==> src/source/uart_axi_pkg.sv <==
package uart_axi_pkg;

	// register index is address bits 3:2
	typedef logic [1:0] reg_idx_t;

	localparam reg_idx_t REG_CTRL   = 2'd0; // 0x0
	localparam reg_idx_t REG_STATUS = 2'd1; // 0x4
	localparam reg_idx_t REG_RDATA  = 2'd2; // 0x8
	localparam reg_idx_t REG_WDATA  = 2'd3; // 0xC

	typedef logic [1:0] axi_resp_t;

	localparam axi_resp_t RESP_OKAY   = 2'b00;
	localparam axi_resp_t RESP_SLVERR = 2'b10;

	// control register bits
	localparam int CTRL_TX_EN = 0;
	localparam int CTRL_RX_EN = 1;

	// status register bits
	localparam int ST_RX_EMPTY = 3;
	localparam int ST_RX_FULL  = 2;
	localparam int ST_TX_EMPTY = 1;
	localparam int ST_TX_FULL  = 0;

endpackage

==> src/source/axi_lite_slave.sv <==
module axi_lite_slave #(
	parameter logic [31:0] UART_BASE_ADDR = 32'h2000_0000
) (
	input  logic                    s_axi_aclk_i,
	input  logic                    s_axi_aresetn_i,
	input  logic [31:0]             s_axi_awaddr_i,
	input  logic                    s_axi_awvalid_i,
	input  logic [31:0]             s_axi_wdata_i,
	input  logic [3:0]              s_axi_wstrb_i,
	input  logic                    s_axi_wvalid_i,
	input  logic                    s_axi_bready_i,
	output logic                    s_axi_awready_o,
	output logic                    s_axi_wready_o,
	output logic                    s_axi_bvalid_o,
	output uart_axi_pkg::axi_resp_t s_axi_bresp_o,
	input  logic [31:0]             s_axi_araddr_i,
	input  logic                    s_axi_arvalid_i,
	input  logic                    s_axi_rready_i,
	output logic                    s_axi_arready_o,
	output logic                    s_axi_rvalid_o,
	output logic [31:0]             s_axi_rdata_o,
	output uart_axi_pkg::axi_resp_t s_axi_rresp_o,
	input  logic [31:0]             rd_data_i,
	input  logic                    wr_err_i,
	input  logic                    rd_err_i,
	output logic                    wr_stb_o,
	output uart_axi_pkg::reg_idx_t  wr_idx_o,
	output logic [31:0]             wr_data_o,
	output logic [3:0]              wr_strb_o,
	output logic                    rd_stb_o,
	output uart_axi_pkg::reg_idx_t  rd_idx_o
);
	import uart_axi_pkg::*;

	logic wr_busy_q; // set from accept until b handshake
	logic rd_busy_q;
	logic aw_hit_q;
	logic ar_hit_q;
	logic wr_accept;
	logic rd_accept;

	assign wr_accept = s_axi_awvalid_i & s_axi_wvalid_i & ~wr_busy_q;
	assign rd_accept = s_axi_arvalid_i & ~rd_busy_q;

	// strobes share the ready pulse cycle
	assign wr_stb_o = s_axi_awready_o & aw_hit_q;
	assign rd_stb_o = s_axi_arready_o & ar_hit_q;

	always_ff @(posedge s_axi_aclk_i) begin
		if (s_axi_aresetn_i) begin
			wr_busy_q       <= 1'b0;
			s_axi_awready_o <= 1'b0;
			s_axi_wready_o  <= 1'b0;
			s_axi_bvalid_o  <= 1'b0;
		end else begin
			s_axi_awready_o <= wr_accept;
			s_axi_wready_o  <= wr_accept;
			if (wr_accept)
				wr_busy_q <= 1'b1;
			else if (s_axi_bvalid_o && s_axi_bready_i)
				wr_busy_q <= 1'b0;
			if (s_axi_awready_o)
				s_axi_bvalid_o <= 1'b1;
			else if (s_axi_bready_i)
				s_axi_bvalid_o <= 1'b0;
		end
	end

	always_ff @(posedge s_axi_aclk_i) begin
		if (wr_accept) begin
			aw_hit_q  <= (s_axi_awaddr_i & ~32'hF) == UART_BASE_ADDR;
			wr_idx_o  <= s_axi_awaddr_i[3:2];
			wr_data_o <= s_axi_wdata_i;
			wr_strb_o <= s_axi_wstrb_i;
		end
		if (s_axi_awready_o)
			s_axi_bresp_o <= (!aw_hit_q || wr_err_i) ? RESP_SLVERR : RESP_OKAY;
	end

	always_ff @(posedge s_axi_aclk_i) begin
		if (s_axi_aresetn_i) begin
			rd_busy_q       <= 1'b0;
			s_axi_arready_o <= 1'b0;
			s_axi_rvalid_o  <= 1'b0;
		end else begin
			s_axi_arready_o <= rd_accept;
			if (rd_accept)
				rd_busy_q <= 1'b1;
			else if (s_axi_rvalid_o && s_axi_rready_i)
				rd_busy_q <= 1'b0;
			if (s_axi_arready_o)
				s_axi_rvalid_o <= 1'b1;
			else if (s_axi_rready_i)
				s_axi_rvalid_o <= 1'b0;
		end
	end

	always_ff @(posedge s_axi_aclk_i) begin
		if (rd_accept) begin
			ar_hit_q <= (s_axi_araddr_i & ~32'hF) == UART_BASE_ADDR;
			rd_idx_o <= s_axi_araddr_i[3:2];
		end
		if (s_axi_arready_o) begin
			s_axi_rdata_o <= ar_hit_q ? rd_data_i : 32'd0; // zero outside window
			s_axi_rresp_o <= (!ar_hit_q || rd_err_i) ? RESP_SLVERR : RESP_OKAY;
		end
	end

endmodule

==> src/source/byte_fifo.sv <==
module byte_fifo #(
	parameter int unsigned FIFO_DEPTH = 32
) (
	input  logic       s_axi_aclk_i,
	input  logic       s_axi_aresetn_i,
	input  logic       push_i,
	input  logic [7:0] push_data_i,
	input  logic       pop_i,
	output logic [7:0] head_o,
	output logic       empty_o,
	output logic       full_o
);
	localparam int unsigned AW = $clog2(FIFO_DEPTH);

	logic [7:0]  mem [FIFO_DEPTH];
	logic [AW:0] wr_ptr_q; // extra msb tells wrap
	logic [AW:0] rd_ptr_q;
	logic        push_ok;
	logic        pop_ok;

	assign empty_o = (wr_ptr_q == rd_ptr_q);
	assign full_o  = (wr_ptr_q[AW] != rd_ptr_q[AW]) &&
		(wr_ptr_q[AW-1:0] == rd_ptr_q[AW-1:0]);

	assign push_ok = push_i && !full_o;  // ignored when full
	assign pop_ok  = pop_i && !empty_o;

	assign head_o = mem[rd_ptr_q[AW-1:0]];

	always_ff @(posedge s_axi_aclk_i) begin
		if (s_axi_aresetn_i) begin
			wr_ptr_q <= '0;
			rd_ptr_q <= '0;
		end else begin
			if (push_ok)
				wr_ptr_q <= wr_ptr_q + 1'b1;
			if (pop_ok)
				rd_ptr_q <= rd_ptr_q + 1'b1;
		end
	end

	always_ff @(posedge s_axi_aclk_i) begin
		if (push_ok)
			mem[wr_ptr_q[AW-1:0]] <= push_data_i;
	end

endmodule

==> src/source/uart_axi_top.sv <==
module uart_axi_top #(
	parameter logic [31:0] UART_BASE_ADDR = 32'h2000_0000,
	parameter int unsigned FIFO_DEPTH     = 32
) (
	input  logic                    s_axi_aclk_i,
	input  logic                    s_axi_aresetn_i,
	input  logic [31:0]             s_axi_awaddr_i,
	input  logic                    s_axi_awvalid_i,
	input  logic [31:0]             s_axi_wdata_i,
	input  logic [3:0]              s_axi_wstrb_i,
	input  logic                    s_axi_wvalid_i,
	input  logic                    s_axi_bready_i,
	output logic                    s_axi_awready_o,
	output logic                    s_axi_wready_o,
	output logic                    s_axi_bvalid_o,
	output uart_axi_pkg::axi_resp_t s_axi_bresp_o,
	input  logic [31:0]             s_axi_araddr_i,
	input  logic                    s_axi_arvalid_i,
	input  logic                    s_axi_rready_i,
	output logic                    s_axi_arready_o,
	output logic                    s_axi_rvalid_o,
	output logic [31:0]             s_axi_rdata_o,
	output uart_axi_pkg::axi_resp_t s_axi_rresp_o,
	input  logic                    t_done_i,
	input  logic                    r_done_i,
	input  logic [7:0]              rx_i,
	output logic                    tx_en_o,
	output logic                    rx_en_o,
	output logic [7:0]              tx_o,
	output logic [15:0]             baud_div_o
);
	import uart_axi_pkg::*;

	logic        wr_stb;
	reg_idx_t    wr_idx;
	logic [31:0] wr_data;
	logic [3:0]  wr_strb;
	logic        rd_stb;
	reg_idx_t    rd_idx;
	logic [31:0] rd_data;
	logic        wr_err;
	logic        rd_err;
	logic        tx_push, tx_pop, rx_push, rx_pop;
	logic [7:0]  push_byte;
	logic [7:0]  tx_head, rx_head;
	logic        tx_empty, tx_full, rx_empty, rx_full;

	axi_lite_slave #(.UART_BASE_ADDR(UART_BASE_ADDR)) u_slave (
		.s_axi_aclk_i, .s_axi_aresetn_i,
		.s_axi_awaddr_i, .s_axi_awvalid_i, .s_axi_wdata_i, .s_axi_wstrb_i,
		.s_axi_wvalid_i, .s_axi_bready_i, .s_axi_awready_o, .s_axi_wready_o,
		.s_axi_bvalid_o, .s_axi_bresp_o, .s_axi_araddr_i, .s_axi_arvalid_i,
		.s_axi_rready_i, .s_axi_arready_o, .s_axi_rvalid_o, .s_axi_rdata_o,
		.s_axi_rresp_o, .rd_data_i(rd_data), .wr_err_i(wr_err), .rd_err_i(rd_err),
		.wr_stb_o(wr_stb), .wr_idx_o(wr_idx), .wr_data_o(wr_data), .wr_strb_o(wr_strb),
		.rd_stb_o(rd_stb), .rd_idx_o(rd_idx)
	);

	uart_regs u_regs (
		.s_axi_aclk_i, .s_axi_aresetn_i,
		.wr_stb_i(wr_stb), .wr_idx_i(wr_idx), .wr_data_i(wr_data), .wr_strb_i(wr_strb),
		.rd_stb_i(rd_stb), .rd_idx_i(rd_idx), .t_done_i, .r_done_i, .rx_i,
		.tx_head_i(tx_head), .tx_empty_i(tx_empty), .tx_full_i(tx_full),
		.rx_head_i(rx_head), .rx_empty_i(rx_empty), .rx_full_i(rx_full),
		.wr_err_o(wr_err), .rd_err_o(rd_err), .rd_data_o(rd_data),
		.tx_push_o(tx_push), .tx_pop_o(tx_pop), .rx_push_o(rx_push), .rx_pop_o(rx_pop),
		.push_byte_o(push_byte), .tx_en_o, .rx_en_o, .tx_o, .baud_div_o
	);

	byte_fifo #(.FIFO_DEPTH(FIFO_DEPTH)) u_tx_fifo (
		.s_axi_aclk_i, .s_axi_aresetn_i,
		.push_i(tx_push), .push_data_i(push_byte), .pop_i(tx_pop),
		.head_o(tx_head), .empty_o(tx_empty), .full_o(tx_full)
	);

	byte_fifo #(.FIFO_DEPTH(FIFO_DEPTH)) u_rx_fifo (
		.s_axi_aclk_i, .s_axi_aresetn_i,
		.push_i(rx_push), .push_data_i(push_byte), .pop_i(rx_pop),
		.head_o(rx_head), .empty_o(rx_empty), .full_o(rx_full)
	);

endmodule

==> src/source/uart_regs.sv <==
module uart_regs (
	input  logic                   s_axi_aclk_i,
	input  logic                   s_axi_aresetn_i,
	input  logic                   wr_stb_i,
	input  uart_axi_pkg::reg_idx_t wr_idx_i,
	input  logic [31:0]            wr_data_i,
	input  logic [3:0]             wr_strb_i,
	input  logic                   rd_stb_i,
	input  uart_axi_pkg::reg_idx_t rd_idx_i,
	input  logic                   t_done_i,
	input  logic                   r_done_i,
	input  logic [7:0]             rx_i,
	input  logic [7:0]             tx_head_i,
	input  logic                   tx_empty_i,
	input  logic                   tx_full_i,
	input  logic [7:0]             rx_head_i,
	input  logic                   rx_empty_i,
	input  logic                   rx_full_i,
	output logic                   wr_err_o,
	output logic                   rd_err_o,
	output logic [31:0]            rd_data_o,
	output logic                   tx_push_o,
	output logic                   tx_pop_o,
	output logic                   rx_push_o,
	output logic                   rx_pop_o,
	output logic [7:0]             push_byte_o,
	output logic                   tx_en_o,
	output logic                   rx_en_o,
	output logic [7:0]             tx_o,
	output logic [15:0]            baud_div_o
);
	import uart_axi_pkg::*;

	logic [31:0] ctrl_q;
	logic [3:0]  status;
	logic        tx_pop_q; // pop seen last cycle
	logic        rx_push_q;

	assign tx_en_o    = ctrl_q[CTRL_TX_EN];
	assign rx_en_o    = ctrl_q[CTRL_RX_EN];
	assign baud_div_o = ctrl_q[31:16];
	assign tx_o       = tx_head_i; // uart sends the head byte

	always_comb begin
		status              = '0;
		status[ST_RX_EMPTY] = rx_empty_i;
		status[ST_RX_FULL]  = rx_full_i;
		status[ST_TX_EMPTY] = tx_empty_i;
		status[ST_TX_FULL]  = tx_full_i;
	end

	// legality of the access at the current index
	assign wr_err_o = (wr_idx_i == REG_STATUS) || (wr_idx_i == REG_RDATA) ||
		((wr_idx_i == REG_WDATA) && tx_full_i);
	assign rd_err_o = (rd_idx_i == REG_WDATA) || ((rd_idx_i == REG_RDATA) && rx_empty_i);

	always_comb begin
		case (rd_idx_i)
			REG_CTRL:   rd_data_o = ctrl_q;
			REG_STATUS: rd_data_o = {28'd0, status};
			REG_RDATA:  rd_data_o = {24'd0, rx_head_i};
			default:    rd_data_o = 32'd0;
		endcase
	end

	assign tx_push_o = wr_stb_i && (wr_idx_i == REG_WDATA) && !tx_full_i;
	assign rx_pop_o  = rd_stb_i && (rd_idx_i == REG_RDATA) && !rx_empty_i;
	assign tx_pop_o  = t_done_i && tx_en_o && !tx_empty_i;
	assign rx_push_o = r_done_i && rx_en_o && !rx_full_i;

	// pushes go to different buffers
	assign push_byte_o = rx_push_o ? rx_i : wr_data_i[7:0];

	always_ff @(posedge s_axi_aclk_i) begin
		if (s_axi_aresetn_i) begin
			ctrl_q    <= 32'd0;
			tx_pop_q  <= 1'b0;
			rx_push_q <= 1'b0;
		end else begin
			tx_pop_q  <= tx_pop_o;
			rx_push_q <= rx_push_o;
			if (wr_stb_i && (wr_idx_i == REG_CTRL)) begin
				for (int b = 0; b < 4; b++) begin
					if (wr_strb_i[b])
						ctrl_q[8*b +: 8] <= wr_data_i[8*b +: 8];
				end
			end
			// flags settle a cycle after the buffer update
			if (tx_pop_q && tx_empty_i)
				ctrl_q[CTRL_TX_EN] <= 1'b0; // last byte gone
			if (rx_push_q && rx_full_i)
				ctrl_q[CTRL_RX_EN] <= 1'b0;
		end
	end

endmodule

==> config.mk <==
export PLATFORM = sky130hd
export DESIGN_NAME = uart_axi_top
export DESIGN_NICKNAME = d
export VERILOG_FILES = /design/src/source/uart_axi_pkg.sv /design/src/source/axi_lite_slave.sv /design/src/source/byte_fifo.sv /design/src/source/uart_axi_top.sv /design/src/source/uart_regs.sv
export SDC_FILE = /design/constraint.sdc
export NUM_CORES = 1
export LEC_CHECK = 0
export BUFFER_PORTS_ARGS = -buffer_cell sky130_fd_sc_hd__clkbuf_2
export CAP_MARGIN = 20
export CORE_AREA = 2 2 231 279
export DETAILED_ROUTE_END_ITERATION = 8
export DIE_AREA = 0 0 233 281
export HOLD_SLACK_MARGIN = 0.05
export SLEW_MARGIN = 30
export SYNTH_ARGS = -nofsm -noshare
export SYNTH_HDL_FRONTEND = slang
export SYNTH_SLANG_ARGS = --single-unit
==> constraint.sdc <==
create_clock -name s_axi_aclk_i -period 6.1 [get_ports s_axi_aclk_i]
set_input_delay 0.61 -clock s_axi_aclk_i [delete_from_list [all_inputs] [get_ports s_axi_aclk_i]]
set_output_delay 0.61 -clock s_axi_aclk_i [all_outputs]
set_load 0.02 [all_outputs]
Word-level counts from Yosys, hierarchy flattened
Memory sizes are Yosys's and may differ from the RTL's. A register that Yosys moved wholly into a read port is not among the register bits.
Cells that the tools add are included.
{"block": "classes", "add_sub_neg": 4, "eq_ne": 14, "muxes": 20, "bitwise": 7, "n_reduce_logical": 44}
{"op": "case mux 32 bit (3 select lines)", "count": 1}
{"op": "equality test 28 x 26 -> 1 bit, second input constant", "count": 2}
{"op": "adder 6 x 1 -> 6 bit, second input constant", "count": 4}
{"op": "logical AND 1 bit", "count": 21}
{"op": "2-to-1 mux 5 bit", "count": 4}
{"op": "equality test 6 bit", "count": 2}
{"op": "2-to-1 mux 1 bit", "count": 12}
{"op": "equality test 5 bit", "count": 2}
{"op": "equality test 2 bit, second input constant", "count": 4}
{"op": "2-to-1 mux 8 bit", "count": 1}
{"op": "AND reduction 2 bit", "count": 4}
{"op": "nonzero test 2 bit", "count": 4}
{"op": "zero test 1 bit", "count": 6}
{"op": "AND 1 bit", "count": 5}
{"op": "logical OR 1 bit", "count": 5}
{"op": "equality test 2 x 1 -> 1 bit, second input constant", "count": 2}
{"op": "zero test 2 bit", "count": 2}
{"op": "2-to-1 mux 2 bit", "count": 2}
{"op": "OR reduction 2 bit", "count": 2}
{"op": "!= test 1 bit", "count": 2}
{"op": "inverter 1 bit", "count": 2}
{"block": "totals", "ff_bits": 142, "ramBits": 512, "output_inout_bits": 67, "memories": 2}
{"name": "u_rx_fifo.mem", "words": 32, "width": 8, "read_ports": 1, "rd_clocked_by_memory_dff": 1, "wr": 1, "line": "byte_fifo.sv:15", "text": "logic [7:0] mem [FIFO_DEPTH];"}
{"name": "u_tx_fifo.mem", "words": 32, "width": 8, "read_ports": 1, "rd_clocked_by_memory_dff": 1, "wr": 1, "line": "byte_fifo.sv:15"}

Longest topological paths before layout
Gate-level depths: netlist of the first run.
{"block": "logic_depth", "ltp_word": 7, "mapped_depth": 9, "mapped_depth_nobuf": 6}

Hierarchy
Synthesis of the first run repeated with hierarchy kept, for this count alone.
{"block": "unflattened", "hier_cells": 1390, "hier_area_um2": 26106.3}
{"mod": "byte_fifo", "instances": 2, "cells_per_inst": 492, "area_each_um2": 10657.7}
{"mod": "axi_lite_slave", "instances": 1, "cells_per_inst": 162, "area_each_um2": 2921.6}
{"mod": "uart_regs", "instances": 1, "cells_per_inst": 244, "area_each_um2": 1869.3}

Least setup slack after synthesis of the first run
No wires, ideal clock.
{"block": "synth_timing", "path_type": "register to output", "start": "register (tool-made name)", "end": "output tx_o[0]", "t_arrival_ns": 2.043, "t_required_ns": 5.490, "setup_slack_ns": 3.447, "stages_incl_launch_ff": 6, "n_path_buf": 2, "cell_sequence": "dfxtp_1 clkbuf_1 buf_1 mux4_2 mux4_2 mux2_2"}
{"element": "end, declared", "line": "uart_axi_top.sv:29", "text": "output logic [7:0] tx_o,"}

==> results.json, run 1 <==
{
  "finalNonFillerCells": 2494,
  "hpwlAfterDp_um": 37700,
  "finalCriticalPeriod_ps": 4069,
  "synth_cell_type_count": 59,
  "required_ps": 5490,
  "grt_pass1_vias": 13720,
  "grt_antenna_before_repair": 1,
  "grt_pass1_wl_um": 87460,
  "multi_input_area_um2": 6429,
  "cellPowerDensity_nw_per_um2": 306.1,
  "worst-path-max-fanout": 28,
  "place_area_um2": 27690,
  "cts.sinks": 662,
  "final.period_utilization_pct": 66.70,
  "syn_area_per_cell_um2": 18.08,
  "postLayoutCoreUtil_pct": 47.59,
  "skew_ps": 17.92,
  "wl_um": 59280,
  "dp.cells": 2371,
  "initial_core_util_pct": 41.60,
  "crit_type": "flop to output port",
  "coreArea_um2": 62810,
  "ys_seq_area_share_pct": 73.25,
  "cts_tree": "yes",
  "min_path_type": "input port to flop",
  "setup_viol": 0,
  "io_buffers": 177,
  "gr-usage-all-layers_pct": 18.11,
  "max_stage_delay_ps": 720,
  "cp_cell_sequence": "buf_4 > mux4_2 > mux4_2 > mux2_2 > clkbuf_2",
  "ir_worst_vdd_uv": 217.0,
  "io-pin-count": 184,
  "die_y_um": 281,
  "root_buffer": "clkbuf_16",
  "grt-ovfl-total": 0,
  "firstDrtPassIters": 5,
  "grt_setup_unrepaired": "false",
  "seq_area_um2": 19160,
  "ant_nets": 0,
  "nNetsFinal": 1747,
  "cp_num_buf_inv": 2,
  "r2r_cells": 5,
  "design_area_um2": 29890,
  "syn_area_um2": 26130,
  "whs_ps": 185.7,
  "hold_viol_final": 0,
  "slowest_stage": "dfxtp_4",
  "area_delta_synth_final_pct": 14.41,
  "end_kind": "output port",
  "row_count": 101,
  "layout_commonest_cell": "edfxtp_1",
  "drive_gt1_share_pct": 28.12,
  "drc": 0,
  "cts_buffers": 68,
  "crit_path_start_kind": "flop",
  "postCtsHoldBufs": 0,
  "cpMostUsedCell": "mux4_2",
  "grt_max_degree": 65,
  "fmax_mhz": 245.8,
  "avgViaCountPerCell": 5.400,
  "post_cts_resized": 0,
  "cts.path.max_buffers": 3,
  "synth-edff-count": 588,
  "wl_per_cell_um": 23.77,
  "die_w_um": 233,
  "cts_setup_buffers": 0,
  "dieArea_um2": 65470,
  "via_count": 13470,
  "path_depth": 5,
  "arrival_ps": 3460,
  "setup-tns-final_ps": 0,
  "reg2reg_to": "u_slave.s_axi_rdata_o[7]$_SDFFCE_PN0P_",
  "synthArstFlopShare_pct": 0,
  "final_cell_mix": "588 x edfxtp_1, 177 x clkbuf_2, 124 x mux4_2",
  "clk_pin_slew_ps": 60,
  "place_congestion": 0.7971,
  "fillCellCount": 5277,
  "synth_warnings": 0,
  "outcome": "finished clean",
  "worstSetupEndpoint": "tx_o[3]",
  "worst_pin_slew_ps": 985.3,
  "syn_inst": 1445,
  "crit_family": "multiplexers",
  "insertion_delay_ps": 600,
  "p_leak_nw": 9.633,
  "ys.flop_type": "edfxtp_1",
  "drt_iter0_drc": 908,
  "rrSetupSlack_ps": 2940,
  "htreeDepth": 3,
  "slew_headroom_pct": 34.18,
  "cap_violations": 0,
  "finalMaxSlewViolations": 0,
  "ys_seq_elements": 662
}
-- registers in the layout, summed over array words and instances (netlist names), 2 cells and up, named ones only --
register,cells
u_rx_fifo.wr_ptr_q,6
u_slave.rd_idx_o,2
u_regs.ctrl_q,32
u_tx_fifo.wr_ptr_q,6
u_slave.wr_idx_o,2
u_slave.wr_strb_o,4
u_tx_fifo.mem,256
u_rx_fifo.rd_ptr_q,6
u_slave.s_axi_rdata_o,32
u_slave.wr_data_o,32
u_tx_fifo.rd_ptr_q,6
u_rx_fifo.mem,256
-- kinds of logic after synthesis --
kind of cell / count (synthesis) / share of synthesized area [%]
multiplexers: 212 / 14.21
flip-flops: 662 / 73.25
other: 1 / 0.01435
adder cells (fa/ha/maj): 12 / 0.5747
AND/OR/NAND/NOR: 321 / 6.149
AO/OA/AOI/OAI: 101 / 2.716
XOR/XNOR: 26 / 0.8716
buffers and inverters: 110 / 2.208
-- report_power, final --
group	switching, mW	total (mW)	internal (mW)
registers	0.0197	4.96	4.94
logic	0.105	0.151	0.0458
clock network	1.68	4.04	2.36
total	1.81	9.15	7.34
-- per-stage QoR --
step           power (mW)  setup WS, ps
4_1_cts             9.229          1944
5_1_grt             9.395          1817
3_3_place_gp        5.205          2534
6_report            9.149          2031
2_1_floorplan       5.117          3447
3_5_place_dp        5.210          2584
-- worst min path at each step --
stage,start,end,slack (ps),cells past startpoint
floorplan,u_regs.tx_pop_q$_SDFF_PP0_,u_regs.ctrl_q[0]$_SDFFE_PP0P_,400,1
global placement,u_regs.rx_push_q$_SDFF_PP0_,u_regs.ctrl_q[1]$_SDFFE_PP0P_,410,1
detailed placement,u_regs.tx_pop_q$_SDFF_PP0_,u_regs.ctrl_q[0]$_SDFFE_PP0P_,410,1
CTS,s_axi_wdata_i[1],u_slave.wr_data_o[1]$_DFFE_PP_,150,1
global route,s_axi_wdata_i[1],u_slave.wr_data_o[1]$_DFFE_PP_,150,1
finish,s_axi_wdata_i[5],u_slave.wr_data_o[5]$_DFFE_PP_,190,1
-- Yosys cell counts (all sizes together) (12+ instances only) --
master,number,area share (%)
mux4,124,11
and3,56,1.3
inv,14,0.20
mux2,32,1.4
buf,60,1.5
nand2,95,1.4
nor2,67,0.96
clkbuf,36,0.52
ha,12,0.57
xnor2,22,0.74
edfxtp,588,68
mux2i,56,2.1
nand3,18,0.34
nor2b,20,0.48
dfxtp,74,5.7
a21oi,41,0.79
nor4,14,0.34
-- metal layers --
metal | global-route usage [%] | vias up | part of all wire (%)
met2 | 31.64 | 310 | 53
met3 | 3.054 | 82 | 4.1
li1 | - | 6062 | -
met4 | 4.851 | 0 | 2.0
met5 | 0 | - | 0
met1 | 23.34 | 7014 | 41
-- area by class of cell --
type,count,share of cell area [%]
flip-flops and latches,662,64.09
inverters,14,0.1758
multi-input cells,674,21.51
well taps,824,3.449
clock inverters,38,1.197
clock buffers,82,6.007
repair buffers,198,3.558
diodes,2,0.01674
Power figures use the tool's default switching activity.
==> run 2: changes to the inputs <==
==> constraint.sdc (replaced) <==
create_clock -name s_axi_aclk_i -period 4 [get_ports s_axi_aclk_i]
set_input_delay 0.4 -clock s_axi_aclk_i [delete_from_list [all_inputs] [get_ports s_axi_aclk_i]]
set_output_delay 0.4 -clock s_axi_aclk_i [all_outputs]
set_load 0.02 [all_outputs]
==> run 2 against run 1 <==
Net effect: final cell count is 2.1% higher; via count is 2.0% higher; clock skew increased by 5.1 ps; cell area is 1.9% higher; routed wire length up 1.3%; largest power group unchanged.
==> results.json, run 2 (same netlist as run 1, synthesis figures left out) <==
{
  "outcome": "finished clean",
  "rrSetupSlack_ps": 860,
  "required_ps": 3600,
  "drt_iter0_drc": 981,
  "drc": 0,
  "grt-ovfl-total": 0,
  "row_count": 101,
  "grt_antenna_before_repair": 0,
  "grt_pass1_vias": 14110,
  "cts_tree": "yes",
  "slew_headroom_pct": 35.05,
  "ant_nets": 0,
  "design_area_um2": 30460,
  "cellPowerDensity_nw_per_um2": 460.2,
  "arrival_ps": 3090,
  "dp.cells": 2384,
  "avgViaCountPerCell": 5.394,
  "finalCriticalPeriod_ps": 3486,
  "nNetsFinal": 1799,
  "ir_worst_vdd_uv": 447.7,
  "firstDrtPassIters": 5,
  "initial_core_util_pct": 41.60,
  "skew_ps": 23.05,
  "layout_commonest_cell": "edfxtp_1",
  "io_buffers": 177,
  "grt_setup_unrepaired": "false",
  "r2r-start": "u_tx_fifo.wr_ptr_q[3]$_SDFFE_PP0P_",
  "holdPathEnd": "u_slave.rd_busy_q$_SDFFE_PP0P_",
  "hp-start": "s_axi_arvalid_i",
  "via_count": 13730,
  "place_area_um2": 27870,
  "die_w_um": 233,
  "grt_pass1_wl_um": 88440,
  "whs_ps": 85.32,
  "hold_viol_final": 0,
  "holdPathStages": 3,
  "htreeDepth": 3,
  "hpwlAfterDp_um": 38320,
  "final.period_utilization_pct": 87.16,
  "p_leak_nw": 9.898,
  "finalPower_mw": 14.02,
  "root_buffer": "clkbuf_16",
  "worst-path-max-fanout": 25,
  "wl_per_cell_um": 23.59,
  "finalNonFillerCells": 2546,
  "final_cell_mix": "588 x edfxtp_1, 177 x clkbuf_2, 124 x mux4_2",
  "setup_viol": 0,
  "place_congestion": 0.8148,
  "die_y_um": 281,
  "r2r_cells": 5,
  "area_delta_synth_final_pct": 16.60,
  "min_path_type": "input port to flop",
  "end_kind": "output port",
  "dieArea_um2": 65470,
  "fmax_mhz": 286.8,
  "io-pin-count": 184,
  "reg2reg_to": "u_tx_fifo.mem[6][7]$_DFFE_PP_",
  "wl_um": 60070,
  "setup-tns-final_ps": 0,
  "insertion_delay_ps": 600,
  "crit_type": "flop to output port",
  "gr-usage-all-layers_pct": 18.37,
  "grt_max_degree": 65,
  "cts_buffers": 67,
  "cts.path.max_buffers": 3,
  "cap_violations": 0,
  "finalMaxSlewViolations": 0,
  "crit_path_start_kind": "flop",
  "drive_gt1_share_pct": 27.48,
  "coreArea_um2": 62810,
  "worst_pin_slew_ps": 970.7,
  "cts.sinks": 662,
  "clk_pin_slew_ps": 60
}
==> run 2: power breakdown <==
| part | total [mW] | internal [mW] | switching [mW] |
|---|---|---|---|
| Sequential | 7.56 | 7.54 | 0.0266 |
| Combinational | 0.276 | 0.0999 | 0.176 |
| Clock | 6.18 | 3.66 | 2.52 |
| Total | 14.0 | 11.3 | 2.72 |
==> run 2: metal layers <==
layer  routed length, um  share of wire, %  global-route usage [%]  vias to the layer above
met1               24400                41                   24.12                     7052
met3                2932               4.9                   2.597                      104
met2               31110                52                   31.30                      415
met4                1626               2.7                   6.386                        0
li1                    -                 -                       -                     6162
met5                   0                 0                       0                        -
==> run 2: worst max-delay path by stage <==
| stage | start | to | slack [ps] |
|---|---|---|---|
| after floorplan | u_rx_fifo.wr_ptr_q[3]$_SDFFE_PP0P_ | u_rx_fifo.mem[0][5]$_DFFE_PP_ | 1390 |
| after global placement | u_tx_fifo.wr_ptr_q[3]$_SDFFE_PP0P_ | u_tx_fifo.mem[6][7]$_DFFE_PP_ | 960 |
| after detailed placement | u_tx_fifo.wr_ptr_q[3]$_SDFFE_PP0P_ | u_tx_fifo.mem[6][7]$_DFFE_PP_ | 870 |
| after CTS | flop | tx_o[4] | 400 |
| after global routing | flop | tx_o[4] | 370 |
| final | flop | tx_o[4] | 510 |
==> run 2: layout make-up <==
| cell class | instances | area [um2] |
|---|---|---|
| Antenna cell | 1 | 2.502 |
| Multi-Input combinational cell | 674 | 6426 |
| Tap cell | 824 | 1031 |
| Inverter | 14 | 52.55 |
| Sequential cell | 662 | 19150 |
| Fill cell | 5152 | 32340 |
| Clock inverter | 34 | 317.8 |
| Timing Repair Buffer | 251 | 1632 |
| Clock buffer | 86 | 1853 |
==> run 2: critical path, stage by stage (launching register included) <==
cell and delay [ps]:
dfxtp_4 630, buf_12 300, mux4_2 560, mux4_2 540
mux2_2 290, clkbuf_2 160
==> run 2: what timing repair did <==
| action | 4_1_cts | 5_1_grt |
|---|---|---|
| endpoints found under the hold margin | 41 | 0 |
| resized for setup | 0 | 0 |
| hold buffers | 41 | 0 |
| setup buffers | 0 | 0 |
==> run 2: metrics by stage <==
| step | worst slack [ps] | util (%) |
|---|---|---|
| after detailed placement | 870.6 | 44.38 |
| after floorplan | 1389 | - |
| after global placement | 956.3 | 44.37 |
| final | 513.6 | 48.50 |
| after global routing | 372.8 | 48.50 |
| after CTS | 397.1 | 48.49 |
==> run 3: changes to the inputs <==
--- a/config.mk
+++ b/config.mk
@@ -11,6 +11,8 @@
 export DETAILED_ROUTE_END_ITERATION = 8
 export DIE_AREA = 0 0 233 281
 export HOLD_SLACK_MARGIN = 0.05
+export RECOVER_POWER = 50
+export REMOVE_ABC_BUFFERS = 1
 export SLEW_MARGIN = 30
 export SYNTH_ARGS = -nofsm -noshare
 export SYNTH_HDL_FRONTEND = slang
==> run 3 against run 2 <==
Net effect: critical path depth unchanged; clock skew decreased by 1.3 ps; worst hold slack improved by 8.1 ps; core utilization is 0.23 points lower; non-clock buffer count increased by 4; sequential share of layout area is 0.30 points higher; the run now ends with capacitance limit, slew limit left; total power about the same; largest power group unchanged; clock power about the same; first-iteration DRC count is 19% higher; flip-flop and latch count stayed put; setup slack lost 260 ps.
==> results.json, run 3 (same netlist as run 1, synthesis figures left out) <==
{
  "finalCriticalPeriod_ps": 3749,
  "grt_setup_unrepaired": "false",
  "r2r-start": "u_rx_fifo.wr_ptr_q[2]$_SDFFE_PP0P_",
  "cap_violations": 4,
  "slew_headroom_pct": -51.39,
  "finalMaxSlewViolations": 148,
  "io_buffers": 177,
  "post-place-ws_ps": 992.3,
  "worst_pin_slew_ps": 2271,
  "cellPowerDensity_nw_per_um2": 462.6,
  "p_leak_nw": 9.676,
  "finalNonFillerCells": 2552,
  "drive_gt1_share_pct": 23.50,
  "arrival_ps": 3950,
  "ant_nets": 0,
  "die_w_um": 233,
  "layout_commonest_cell": "edfxtp_1",
  "postLayoutCoreUtil_pct": 48.27,
  "skew_ps": 21.73,
  "grt_max_degree": 65,
  "holdPathStages": 3,
  "ir_worst_vdd_uv": 336.0,
  "avgViaCountPerCell": 5.441,
  "place_congestion": 0.7948,
  "cts_buffers": 68,
  "setup_viol": 0,
  "wl_um": 60180,
  "row_count": 101,
  "cts_tree": "yes",
  "cts.path.max_buffers": 3,
  "hold_viol_final": 0,
  "worst-path-max-fanout": 64,
  "finalPower_mw": 14.03,
  "violations": "capacitance limit, slew limit",
  "outcome": "finished, violations left",
  "grt_pass1_vias": 14200,
  "drt_iter0_drc": 1168,
  "cts.sinks": 662,
  "post_cts_resized": 0,
  "root_buffer": "clkbuf_16",
  "final.period_utilization_pct": 93.72,
  "dp.cells": 2388,
  "end_kind": "flop",
  "rrSetupSlack_ps": 250,
  "io-pin-count": 184,
  "r2r_cells": 5,
  "fmax_mhz": 266.7,
  "fin_ws_ps": 251.0,
  "coreArea_um2": 62810,
  "hp-start": "s_axi_arvalid_i",
  "grt-ovfl-total": 0,
  "reg2reg_to": "u_tx_fifo.mem[1][6]$_DFFE_PP_",
  "min_path_type": "input port to flop",
  "clk_pin_slew_ps": 60,
  "initial_core_util_pct": 41.60,
  "required_ps": 4200,
  "firstDrtPassIters": 5,
  "holdPathEnd": "u_slave.rd_busy_q$_SDFFE_PP0P_",
  "die_y_um": 281,
  "grt_pass1_wl_um": 89550,
  "dieArea_um2": 65470,
  "final_cell_mix": "588 x edfxtp_1, 124 x mux4_2, 118 x clkbuf_2",
  "crit_path_start_kind": "flop",
  "grt_antenna_before_repair": 0,
  "insertion_delay_ps": 600,
  "wl_per_cell_um": 23.58,
  "drc": 0,
  "gr-usage-all-layers_pct": 18.56,
  "htreeDepth": 3,
  "area_delta_synth_final_pct": 16.05,
  "via_count": 13890,
  "num_antenna_cells": 0,
  "hpwlAfterDp_um": 38150,
  "nNetsFinal": 1804,
  "crit_type": "flop to flop",
  "cp-startpoint": "u_rx_fifo.wr_ptr_q[2]$_SDFFE_PP0P_",
  "setup-tns-final_ps": 0
}
## run 3: changes by cell type in the layout (fill, tap and decap cells not counted), sizes merged
cell      previous run  this run
buf                 33        30
inv                 15        20
clkbuf             263       270
diode                1         0
clkinv              23        24
bufinv               6         5
clkinvlp             4         2
## run 3: how the worst max path moves through the flow
stage | to | slack [ps]
floorplan | u_slave.s_axi_rdata_o[3]$_SDFFCE_PN0P_ | -770
global placement | tx_o[1] | 1010
detailed placement | u_tx_fifo.mem[18][4]$_DFFE_PP_ | 990
CTS | tx_o[1] | 380
global route | u_tx_fifo.mem[6][4]$_DFFE_PP_ | 160
finish | u_tx_fifo.mem[1][6]$_DFFE_PP_ | 250
## run 3: cell type report
| type | instances | area [um2] |
|---|---|---|
| Clock buffer | 86 | 1832 |
| Clock inverter | 37 | 327.8 |
| Fill cell | 5237 | 32490 |
| Inverter | 14 | 52.55 |
| Multi-Input combinational cell | 674 | 6400 |
| Sequential cell | 662 | 19150 |
| Tap cell | 824 | 1031 |
| Timing Repair Buffer | 255 | 1526 |
## run 3: critical path: stages (launching register included)
cell     delay, ps
dfxtp_1        580
xnor2_1        150
and2_0         270
a31oi_1        980
mux2_2         310
buf_2         1010
## run 3: metrics by stage
step                      cell area (um2)  hold slack, ps
after floorplan                     25610           396.3
after detailed placement            27890           420.5
after global placement              27890           414.8
final                               30320           93.37
after global routing                30320           90.51
after CTS                           30460           68.56
## run 3: per-layer routing
layer,vias to the layer above,share of wire [%],GRT usage [%]
li1,6164,-,-
met1,7254,42,24.37
met2,380,52,32.08
met3,88,4.6,2.689
met4,0,1.9,5.373
met5,-,0,0
## run 3: where the power goes
group / switching (mW) / internal [mW]
clock network: 2.61 / 3.58
logic: 0.178 / 0.0920
registers: 0.0212 / 7.54
## run 3: repair_timing
action,in CTS,in global routing
hold buffers,41,0
setup buffers,0,0
hold endpoints to repair,41,0
